--- config.mk ---
export PLATFORM = sky130hd
export DESIGN_NAME = lockstep_divider
export DESIGN_NICKNAME = d
export VERILOG_FILES = /design/src/verilog/div_data_pkg.sv /design/src/verilog/div_status_pkg.sv /design/src/verilog/lockstep_divider.sv /design/src/verilog/lockstep_checker.sv /design/src/verilog/nonrestoring_divider.sv /design/src/verilog/restoring_divider.sv
export SDC_FILE = /design/constraint.sdc
export NUM_CORES = 1
export LEC_CHECK = 0
export BUFFER_PORTS_ARGS = -buffer_cell sky130_fd_sc_hd__buf_2
export CAP_MARGIN = 15
export CORE_MARGIN = 3
export CORE_UTILIZATION = 50
export CTS_BUF_LIST = sky130_fd_sc_hd__clkbuf_4 sky130_fd_sc_hd__clkbuf_8
export DETAILED_ROUTE_END_ITERATION = 16
export PLACE_DENSITY_LB_ADDON = 0.1
export SYNTH_ARGS = -nofsm -noshare
export SYNTH_HDL_FRONTEND = slang
export SYNTH_SLANG_ARGS = --single-unit
--- constraint.sdc ---
create_clock -name clk -period 4.4 [get_ports clk]
set_clock_uncertainty 0.1 [all_clocks]
set_input_delay 0.44 -clock clk [delete_from_list [all_inputs] [get_ports clk]]
set_output_delay 0.44 -clock clk [all_outputs]
set_load 0.005 [all_outputs]
--- src/verilog/div_data_pkg.sv ---
package div_data_pkg;

	// width of every operand and result word in the divider
	localparam int data_width = 32;

	// the two numbers of one division as they enter both units
	typedef struct packed
	{
		logic [data_width-1:0] dividend;	// numerator, unsigned
		logic [data_width-1:0] divisor;	// denominator, unsigned, zero is legal
	} div_operands_t;

	// one request as the outside hands it to the top level
	// fault_inject only reaches the non-restoring unit and flips its quotient lsb
	typedef struct packed
	{
		div_operands_t operands;	// forwarded unchanged to both dividers
		logic fault_inject;	// forces a mismatch when set
	} div_request_t;

	// what a single divider produces once it is done
	// for a zero divisor both units give all ones and the dividend back as remainder
	typedef struct packed
	{
		logic [data_width-1:0] quotient;	// floor of dividend over divisor
		logic [data_width-1:0] remainder;	// always smaller than a nonzero divisor
	} div_result_t;

	// packed layout, msb first
	// div_request_t is {dividend, divisor, fault_inject}, 2*data_width+1 bits
	// div_result_t is {quotient, remainder}, 2*data_width bits

endpackage
--- src/verilog/div_status_pkg.sv ---
package div_status_pkg;

	// outcome of one lockstep comparison
	// the encoding is two bits wide so one code is left spare
	typedef enum logic [1:0]
	{
		status_ok = 2'd0,	// both units agree on a normal division
		status_div_zero = 2'd1,	// divisor was zero and both units still agree
		status_mismatch = 2'd2	// the units disagree, the restoring result is reported
	} div_status_e;

	// the single word the top level presents with each valid strobe
	// it stays put between two valid strobes
	typedef struct packed
	{
		div_data_pkg::div_result_t result;	// quotient and remainder
		div_status_e status;	// how far the result can be trusted
	} div_checked_t;

endpackage

--- src/verilog/lockstep_divider.sv ---
`timescale 1ns/1ps

// lockstep unsigned divider, two serial units with different algorithms
// checked by a comparator, 35 cycles from start to valid at 32 bits
module lockstep_divider
(
	input logic clk,
	input logic reset,
	input logic start,	// one cycle strobe, ignored while busy
	input div_data_pkg::div_request_t request,	// sampled in the start cycle
	output logic busy,
	output logic valid,	// one cycle strobe, no back-pressure
	output div_status_pkg::div_checked_t checked
);

	logic start_accept;	// start that actually launches a division
	logic restoring_done;
	logic nonrestoring_done;
	div_data_pkg::div_result_t restoring_result;
	div_data_pkg::div_result_t nonrestoring_result;

	// requests arriving while a division runs are dropped, there is no queue
	assign start_accept = start && !busy;

	restoring_divider restoring_divider_i
	(
		.clk(clk),
		.reset(reset),
		.start(start_accept),
		.operands(request.operands),
		.done(restoring_done),
		.result(restoring_result)
	);

	// only this unit sees the fault bit, so an injected fault always shows as a mismatch
	nonrestoring_divider nonrestoring_divider_i
	(
		.clk(clk),
		.reset(reset),
		.start(start_accept),
		.operands(request.operands),
		.fault_inject(request.fault_inject),
		.done(nonrestoring_done),
		.result(nonrestoring_result)
	);

	lockstep_checker lockstep_checker_i
	(
		.clk(clk),
		.reset(reset),
		.start(start_accept),
		.operands(request.operands),	// for the zero divisor check
		.restoring_done(restoring_done),
		.restoring_result(restoring_result),
		.nonrestoring_done(nonrestoring_done),
		.nonrestoring_result(nonrestoring_result),
		.busy(busy),
		.valid(valid),
		.checked(checked)
	);

endmodule

--- src/verilog/lockstep_checker.sv ---
`timescale 1ns/1ps

// waits for both dividers, compares them and issues one checked result
// valid comes one cycle after the later of the two done strobes
module lockstep_checker
(
	input logic clk,
	input logic reset,
	input logic start,	// accepted start, already gated with busy upstream
	input div_data_pkg::div_operands_t operands,	// only the divisor is looked at
	input logic restoring_done,
	input div_data_pkg::div_result_t restoring_result,
	input logic nonrestoring_done,
	input div_data_pkg::div_result_t nonrestoring_result,
	output logic busy,	// from the cycle after start up to and including valid
	output logic valid,	// one cycle strobe
	output div_status_pkg::div_checked_t checked	// held until the next valid
);

	logic have_restoring;	// restoring result already collected
	logic have_nonrestoring;	// non-restoring result already collected
	logic div_zero_q;	// divisor of the running division was zero
	div_data_pkg::div_result_t restoring_held;
	div_data_pkg::div_result_t nonrestoring_held;
	div_data_pkg::div_result_t restoring_now;	// collected copy or the one arriving now
	div_data_pkg::div_result_t nonrestoring_now;
	logic both_in;	// both answers are available this cycle

	// a result counts as soon as its strobe is seen, no need to wait for the copy
	always_comb
	begin
		restoring_now = restoring_done ? restoring_result : restoring_held;
		nonrestoring_now = nonrestoring_done ? nonrestoring_result : nonrestoring_held;
		both_in = busy && (have_restoring || restoring_done)
			&& (have_nonrestoring || nonrestoring_done);
	end

	// busy, strobe and collected flags
	always_ff @(posedge clk)
	begin
		if (reset)
		begin
			busy <= 1'b0;
			valid <= 1'b0;
			have_restoring <= 1'b0;
			have_nonrestoring <= 1'b0;
		end
		else
		begin
			valid <= both_in;
			if (valid)
				busy <= 1'b0;	// the valid cycle itself still counts as busy
			else if (start)
				busy <= 1'b1;
			if (start || both_in)
			begin
				have_restoring <= 1'b0;	// ready for the next division
				have_nonrestoring <= 1'b0;
			end
			else
			begin
				if (restoring_done)
					have_restoring <= 1'b1;
				if (nonrestoring_done)
					have_nonrestoring <= 1'b1;
			end
		end
	end

	// captured results and the verdict
	always_ff @(posedge clk)
	begin
		if (start)
			div_zero_q <= (operands.divisor == '0);
		if (restoring_done)
			restoring_held <= restoring_result;
		if (nonrestoring_done)
			nonrestoring_held <= nonrestoring_result;
		if (both_in)
		begin
			checked.result <= restoring_now;	// on a mismatch the restoring unit is trusted
			if (restoring_now != nonrestoring_now)
				checked.status <= div_status_pkg::status_mismatch;
			else if (div_zero_q)
				checked.status <= div_status_pkg::status_div_zero;
			else
				checked.status <= div_status_pkg::status_ok;
		end
	end

endmodule

--- src/verilog/nonrestoring_divider.sv ---
`timescale 1ns/1ps

// serial non-restoring divider with a final remainder correction
// done rises data_width + 2 cycles after the start edge
module nonrestoring_divider
(
	input logic clk,
	input logic reset,
	input logic start,	// one cycle strobe, only honoured when idle
	input div_data_pkg::div_operands_t operands,	// sampled together with start
	input logic fault_inject,	// sampled with start, flips the quotient lsb on output
	output logic done,	// one cycle strobe
	output div_data_pkg::div_result_t result	// held from done until the next done
);

	localparam int word_bits = div_data_pkg::data_width;
	localparam int count_bits = $clog2(word_bits);

	// one extra state compared to the restoring unit for the correction step
	typedef enum logic [1:0]
	{
		st_idle,
		st_run,
		st_correct,
		st_finish
	} state_e;

	state_e state;
	logic [count_bits-1:0] count;	// iterations still left after the current one
	logic [word_bits:0] part_rem;	// two's complement partial remainder, msb is the sign
	logic [word_bits-1:0] quot;	// dividend shifts out at the top, quotient shifts in below
	logic [word_bits-1:0] divisor_q;	// divisor held for the whole division
	logic fault_q;	// injection request of the running division
	logic [word_bits+1:0] shifted;	// remainder doubled plus the next dividend bit
	logic [word_bits+1:0] stepped;	// after adding or subtracting the divisor

	// one iteration, the sign of the previous remainder picks add or subtract
	always_comb
	begin
		shifted = {part_rem, quot[word_bits-1]};
		if (part_rem[word_bits])
			stepped = shifted + {2'b00, divisor_q};	// negative so climb back up
		else
			stepped = shifted - {2'b00, divisor_q};
	end

	// control path
	always_ff @(posedge clk)
	begin
		if (reset)
		begin
			state <= st_idle;
			count <= '0;
			done <= 1'b0;
		end
		else
		begin
			done <= 1'b0;
			case (state)
				st_idle:
				begin
					if (start)
					begin
						state <= st_run;
						count <= count_bits'(word_bits - 1);
					end
				end
				st_run:
				begin
					count <= count - 1'b1;
					if (count == '0)
						state <= st_correct;
				end
				st_correct:
					state <= st_finish;	// remainder fixed up on this edge
				st_finish:
				begin
					state <= st_idle;
					done <= 1'b1;
				end
				default:
					state <= st_idle;
			endcase
		end
	end

	// data path
	always_ff @(posedge clk)
	begin
		if (state == st_idle && start)
		begin
			part_rem <= '0;
			quot <= operands.dividend;
			divisor_q <= operands.divisor;
			fault_q <= fault_inject;
		end
		else if (state == st_run)
		begin
			// the new remainder lies in [-divisor, divisor) and fits one bit over a word
			part_rem <= stepped[word_bits:0];
			quot <= {quot[word_bits-2:0], ~stepped[word_bits]};	// non-negative gives a one
		end
		else if (state == st_correct && part_rem[word_bits])
			part_rem <= part_rem + {1'b0, divisor_q};	// last step overshot, add it back
		if (state == st_finish)
		begin
			// injection only touches the lsb so the remainder still agrees
			result.quotient <= quot ^ {{(word_bits-1){1'b0}}, fault_q};
			result.remainder <= part_rem[word_bits-1:0];
		end
	end

endmodule

--- src/verilog/restoring_divider.sv ---
`timescale 1ns/1ps

// serial restoring divider, one quotient bit per clock
// done rises data_width + 1 cycles after the start edge
module restoring_divider
(
	input logic clk,
	input logic reset,
	input logic start,	// one cycle strobe, only honoured when idle
	input div_data_pkg::div_operands_t operands,	// sampled together with start
	output logic done,	// one cycle strobe
	output div_data_pkg::div_result_t result	// held from done until the next done
);

	localparam int word_bits = div_data_pkg::data_width;
	localparam int count_bits = $clog2(word_bits);

	// run covers the data_width iterations, finish moves the answer to the output
	typedef enum logic [1:0]
	{
		st_idle,
		st_run,
		st_finish
	} state_e;

	state_e state;
	logic [count_bits-1:0] count;	// iterations still left after the current one
	logic [word_bits-1:0] part_rem;	// partial remainder, always below the divisor
	logic [word_bits-1:0] quot;	// dividend bits shift out at the top, quotient bits in at the bottom
	logic [word_bits-1:0] divisor_q;	// divisor copy kept for the whole division
	logic [word_bits+1:0] shifted;	// remainder shifted left with the next dividend bit
	logic [word_bits+1:0] diff;	// trial subtraction, two extra bits for the sign
	logic diff_neg;	// trial subtraction went below zero

	// trial subtraction of one iteration
	always_comb
	begin
		shifted = {1'b0, part_rem, quot[word_bits-1]};
		diff = shifted - {2'b00, divisor_q};
		diff_neg = diff[word_bits+1];	// borrow out means the divisor did not fit
	end

	// control path
	always_ff @(posedge clk)
	begin
		if (reset)
		begin
			state <= st_idle;
			count <= '0;
			done <= 1'b0;
		end
		else
		begin
			done <= 1'b0;	// strobe, so low by default
			case (state)
				st_idle:
				begin
					if (start)
					begin
						state <= st_run;
						count <= count_bits'(word_bits - 1);
					end
				end
				st_run:
				begin
					count <= count - 1'b1;
					if (count == '0)
						state <= st_finish;	// that was the lsb of the quotient
				end
				st_finish:
				begin
					state <= st_idle;
					done <= 1'b1;	// result register is written on this same edge
				end
				default:
					state <= st_idle;
			endcase
		end
	end

	// data path
	always_ff @(posedge clk)
	begin
		if (state == st_idle && start)
		begin
			part_rem <= '0;
			quot <= operands.dividend;
			divisor_q <= operands.divisor;
		end
		else if (state == st_run)
		begin
			// on a negative difference the old remainder is kept, which is the restore
			if (diff_neg)
				part_rem <= shifted[word_bits-1:0];
			else
				part_rem <= diff[word_bits-1:0];
			quot <= {quot[word_bits-2:0], ~diff_neg};
		end
		// a zero divisor never borrows, so the quotient fills with ones and the
		// remainder collects the dividend bit by bit
		if (state == st_finish)
		begin
			result.quotient <= quot;
			result.remainder <= part_rem;
		end
	end

endmodule

==> qor.yml <==
worst_slew_margin_rel_pct: 23.9
swShare_pct: 38.2
track_usage_pct: 25.5
clkSinkCount: 537
initial_core_util_pct: 50.7
path_class: "register to register"
slew_violations: 0
end_kind: "register"
reg2reg_slack_ps: 160
cts_tree: "built"
period_share_pct: 96.5
wl_per_cell_um: 21.4
rows: 81
drc_errors: 0
drv_cap: 0
ys.flop_type: "edfxtp_1"
grt_max_degree: 68
hold_end: "nonrestoring_divider_i.state[1]"
overflow: 0
worstHoldStart: "reset"
ys_seq_area_share_pct: 56.2
power.leakage_nw: 12.0
worstRegToRegCells: 17
io_pins: 136
final_hold_viol_count: 0
multiInputGateArea_um2: 10300
io_buffers: 135
synth_seq_cells: 537
arrival_ps: 4750
cp_data_required_time_ps: 4910
synth.avg_cell_area_um2: 11.6
wl_um: 67500
gp_congestion: 0.939
clk_latency_ps: 680
vias: 17500
r2r_end: "nonrestoring_divider_i.part_rem[32]"
power.switching_mw: 8.10
grt_pass1_vias: 17400
dpl.cell_count: 2918
holdWs_ps: 89.6
numCtsBuffers: 89
cpPeakStageDelay_ps: 600
die_h_um: 229
first_iter_violations: 1308
hold_path_depth: 2
die-area_um2: 52500
syn_area_um2: 24900
drive_gt1_share_pct: 20.6
dp_hpwl_um: 49100
powerDensity_nw_per_um2: 728
hold_class: "primary input to register"
path_cells: "or4_4, nor4_2, and3_4, nand2_1, nor2_1, a21oi_1, xor2_1, ha_1, a21o_1, a21o_1, a31oi_1, o21bai_1, a2111o_1, o311a_1, xnor2_1, a22oi_1, a21oi_1"
cts.clk_slew.worst_paths_ps: 70
status: "complete, no violations"
first_pass_iters: 5
p_int_mw: 13.1
p_comb_share_pct: 42.0
clockBufferDepth: 3
timing.fmax_mhz: 236
ir_drop_uv: 542
async_flop_share_pct: 0
core_um2: 49100
antenna_found_initial: 1
r2r_start: "nonrestoring_divider_i.divisor_q[12]"
nets: 2591
synthToLayoutAreaGrowth_pct: 16.8
post-route-util_pct: 59.3
fillers: 4134
yosys_warnings: 0
die_w_um: 229
htree_num_levels: 3
cp_slowest_cell: "or4_4"
vias_per_cell: 5.57
syn-num-nets: 2332
path_max_fanout: 4
synth-edff-count: 324
seq_area_um2: 14000
worstMarginPinSlew_ps: 1140
final_cell_count_no_fill: 3148
clkPwrFrac_pct: 21.8
setup_viol: 0
grt_pass1_wl_um: 103000
diodes: 0
antenna_left: 0
cp-start-kind: "register"
p_seq_share_pct: 36.3
period_minus_slack_ps: 4240
syn_inst: 2155
root_buffer: "clkbuf_8"
ys_types: 91
==> worst max-delay path by stage <==
stage	from	end	slack, ps
after floorplan	nonrestoring_divider_i.divisor_q[11]	nonrestoring_divider_i.part_rem[32]	320
after global placement	nonrestoring_divider_i.divisor_q[3]	nonrestoring_divider_i.part_rem[30]	190
after detailed placement	nonrestoring_divider_i.divisor_q[12]	nonrestoring_divider_i.part_rem[32]	70
after CTS	nonrestoring_divider_i.divisor_q[3]	nonrestoring_divider_i.part_rem[31]	70
after global routing	nonrestoring_divider_i.divisor_q[12]	nonrestoring_divider_i.part_rem[32]	-40
final	nonrestoring_divider_i.divisor_q[12]	nonrestoring_divider_i.part_rem[32]	160
==> worst max-delay path, delay by kind of cell (launching register included) <==
| kind | cells | cell delay [ps] |
|---|---|---|
| compound gates | 9 | 1650 |
| xor+xnor | 2 | 390 |
| fa+ha+maj | 1 | 310 |
| flops | 1 | 440 |
| simple gates | 5 | 1290 |
==> metrics by stage <==
step,setup WS (ps),power (mW),instance area [µm²],setup TNS [ps]
6_report,155,21.2,29100,0
5_1_grt,-39.6,22.5,29100,-75.1
4_1_cts,70.7,21.2,29000,0
3_5_place_dp,65.8,16.5,26400,0
3_3_place_gp,189,16.4,26400,0
2_1_floorplan,320,13.8,24900,0
==> cell usage after synthesis, drive strengths merged (10+ instances only) <==
cell type	n	area share, %
a211oi	49	1.5
a21o	39	1.2
a21oi	122	2.5
a31oi	12	0.30
and3	14	0.38
buf	19	0.56
clkbuf	60	0.91
dfxtp	213	17
edfxtp	324	39
ha	106	5.3
inv	72	1.1
mux2	129	5.8
mux2i	34	1.4
nand2	307	4.6
nand2b	19	0.48
nand3	18	0.36
nand4	16	0.40
nor2	109	1.6
nor2b	16	0.40
nor3	30	0.62
nor4	29	0.79
o211ai	11	0.33
o21a	16	0.48
o21ai	84	1.7
o21bai	10	0.30
xnor2	54	1.9
xor2	125	4.4
==> placed cells by master, fill, tap and decap left out, drive strengths merged, types with 6 or more instances in the layout <==
cell type / n
mux2i: 34
nand3: 18
nand4: 16
o211ai: 11
and3: 14
a31o: 7
o21bai: 10
nor2b: 16
a211oi: 49
o31ai: 6
a21o: 39
o21ai: 84
clkinv: 14
nor2: 109
xor2: 125
dlygate4sd3: 66
mux2: 129
nor3: 30
nor4: 29
a21oi: 122
nand2: 307
dfxtp: 213
clkbuf: 138
ha: 106
o21a: 16
a21boi: 6
a31oi: 12
inv: 75
xnor2: 54
edfxtp: 324
nand2b: 19
buf: 182
and2: 9
a221oi: 9
==> metal layers <==
metal	global-route usage (%)	vias up	wire, µm
met5	0	-	27
met4	8.33	4	1740
met3	3.88	105	3250
met2	42.8	490	32500
met1	34.1	8582	29900
li1	-	8352	-
==> final cells by class <==
class                           count  area share [%]
Tap cell                          664            2.86
Sequential cell                   537            48.1
Timing Repair Buffer              248            5.98
Clock buffer                      138            5.67
Multi-Input combinational cell   1465            35.6
Inverter                           73           0.947
Clock inverter                     23           0.848
==> cells by family (layout without fill, tap and decap cells) <==
family	count (synthesis)	after routing	share of synthesized area, %
AND/OR/NAND/NOR	591	591	10.7
buffers and inverters	153	482	2.60
XOR/XNOR	179	179	6.30
adder cells (fa/ha/maj)	109	109	5.57
multiplexers	163	163	7.20
AO/OA/AOI/OAI	423	423	11.4
flip-flops	537	537	56.2
==> power groups by stage <==
stage	combinational (mW)	clock (mW)	sequential, mW
5_1_grt	9.78	4.96	7.79
2_1_floorplan	6.51	0	7.34
6_report	8.89	4.61	7.68
3_5_place_dp	8.71	0	7.77
3_3_place_gp	8.64	0	7.73
4_1_cts	8.82	4.72	7.67
==> registers in the layout, summed over array words and instances, names as in the netlist, 2 cells and up <==
register / count
nonrestoring_divider_i.part_rem: 33
lockstep_checker_i.checked: 66
restoring_divider_i.state: 2
restoring_divider_i.result: 64
nonrestoring_divider_i.state: 2
nonrestoring_divider_i.divisor_q: 32
restoring_divider_i.quot: 32
nonrestoring_divider_i.quot: 32
lockstep_checker_i.restoring_held: 64
restoring_divider_i.count: 5
restoring_divider_i.divisor_q: 32
nonrestoring_divider_i.count: 5
nonrestoring_divider_i.result: 64
restoring_divider_i.part_rem: 32
lockstep_checker_i.nonrestoring_held: 64
==> what timing repair did <==
action	in CTS	in global routing
hold endpoints to repair	128	0
endpoints found under the setup margin	0	6
buffers inserted	0	3
resized for setup	0	14
hold buffers	66	0
(Power assumes the default switching activity.)
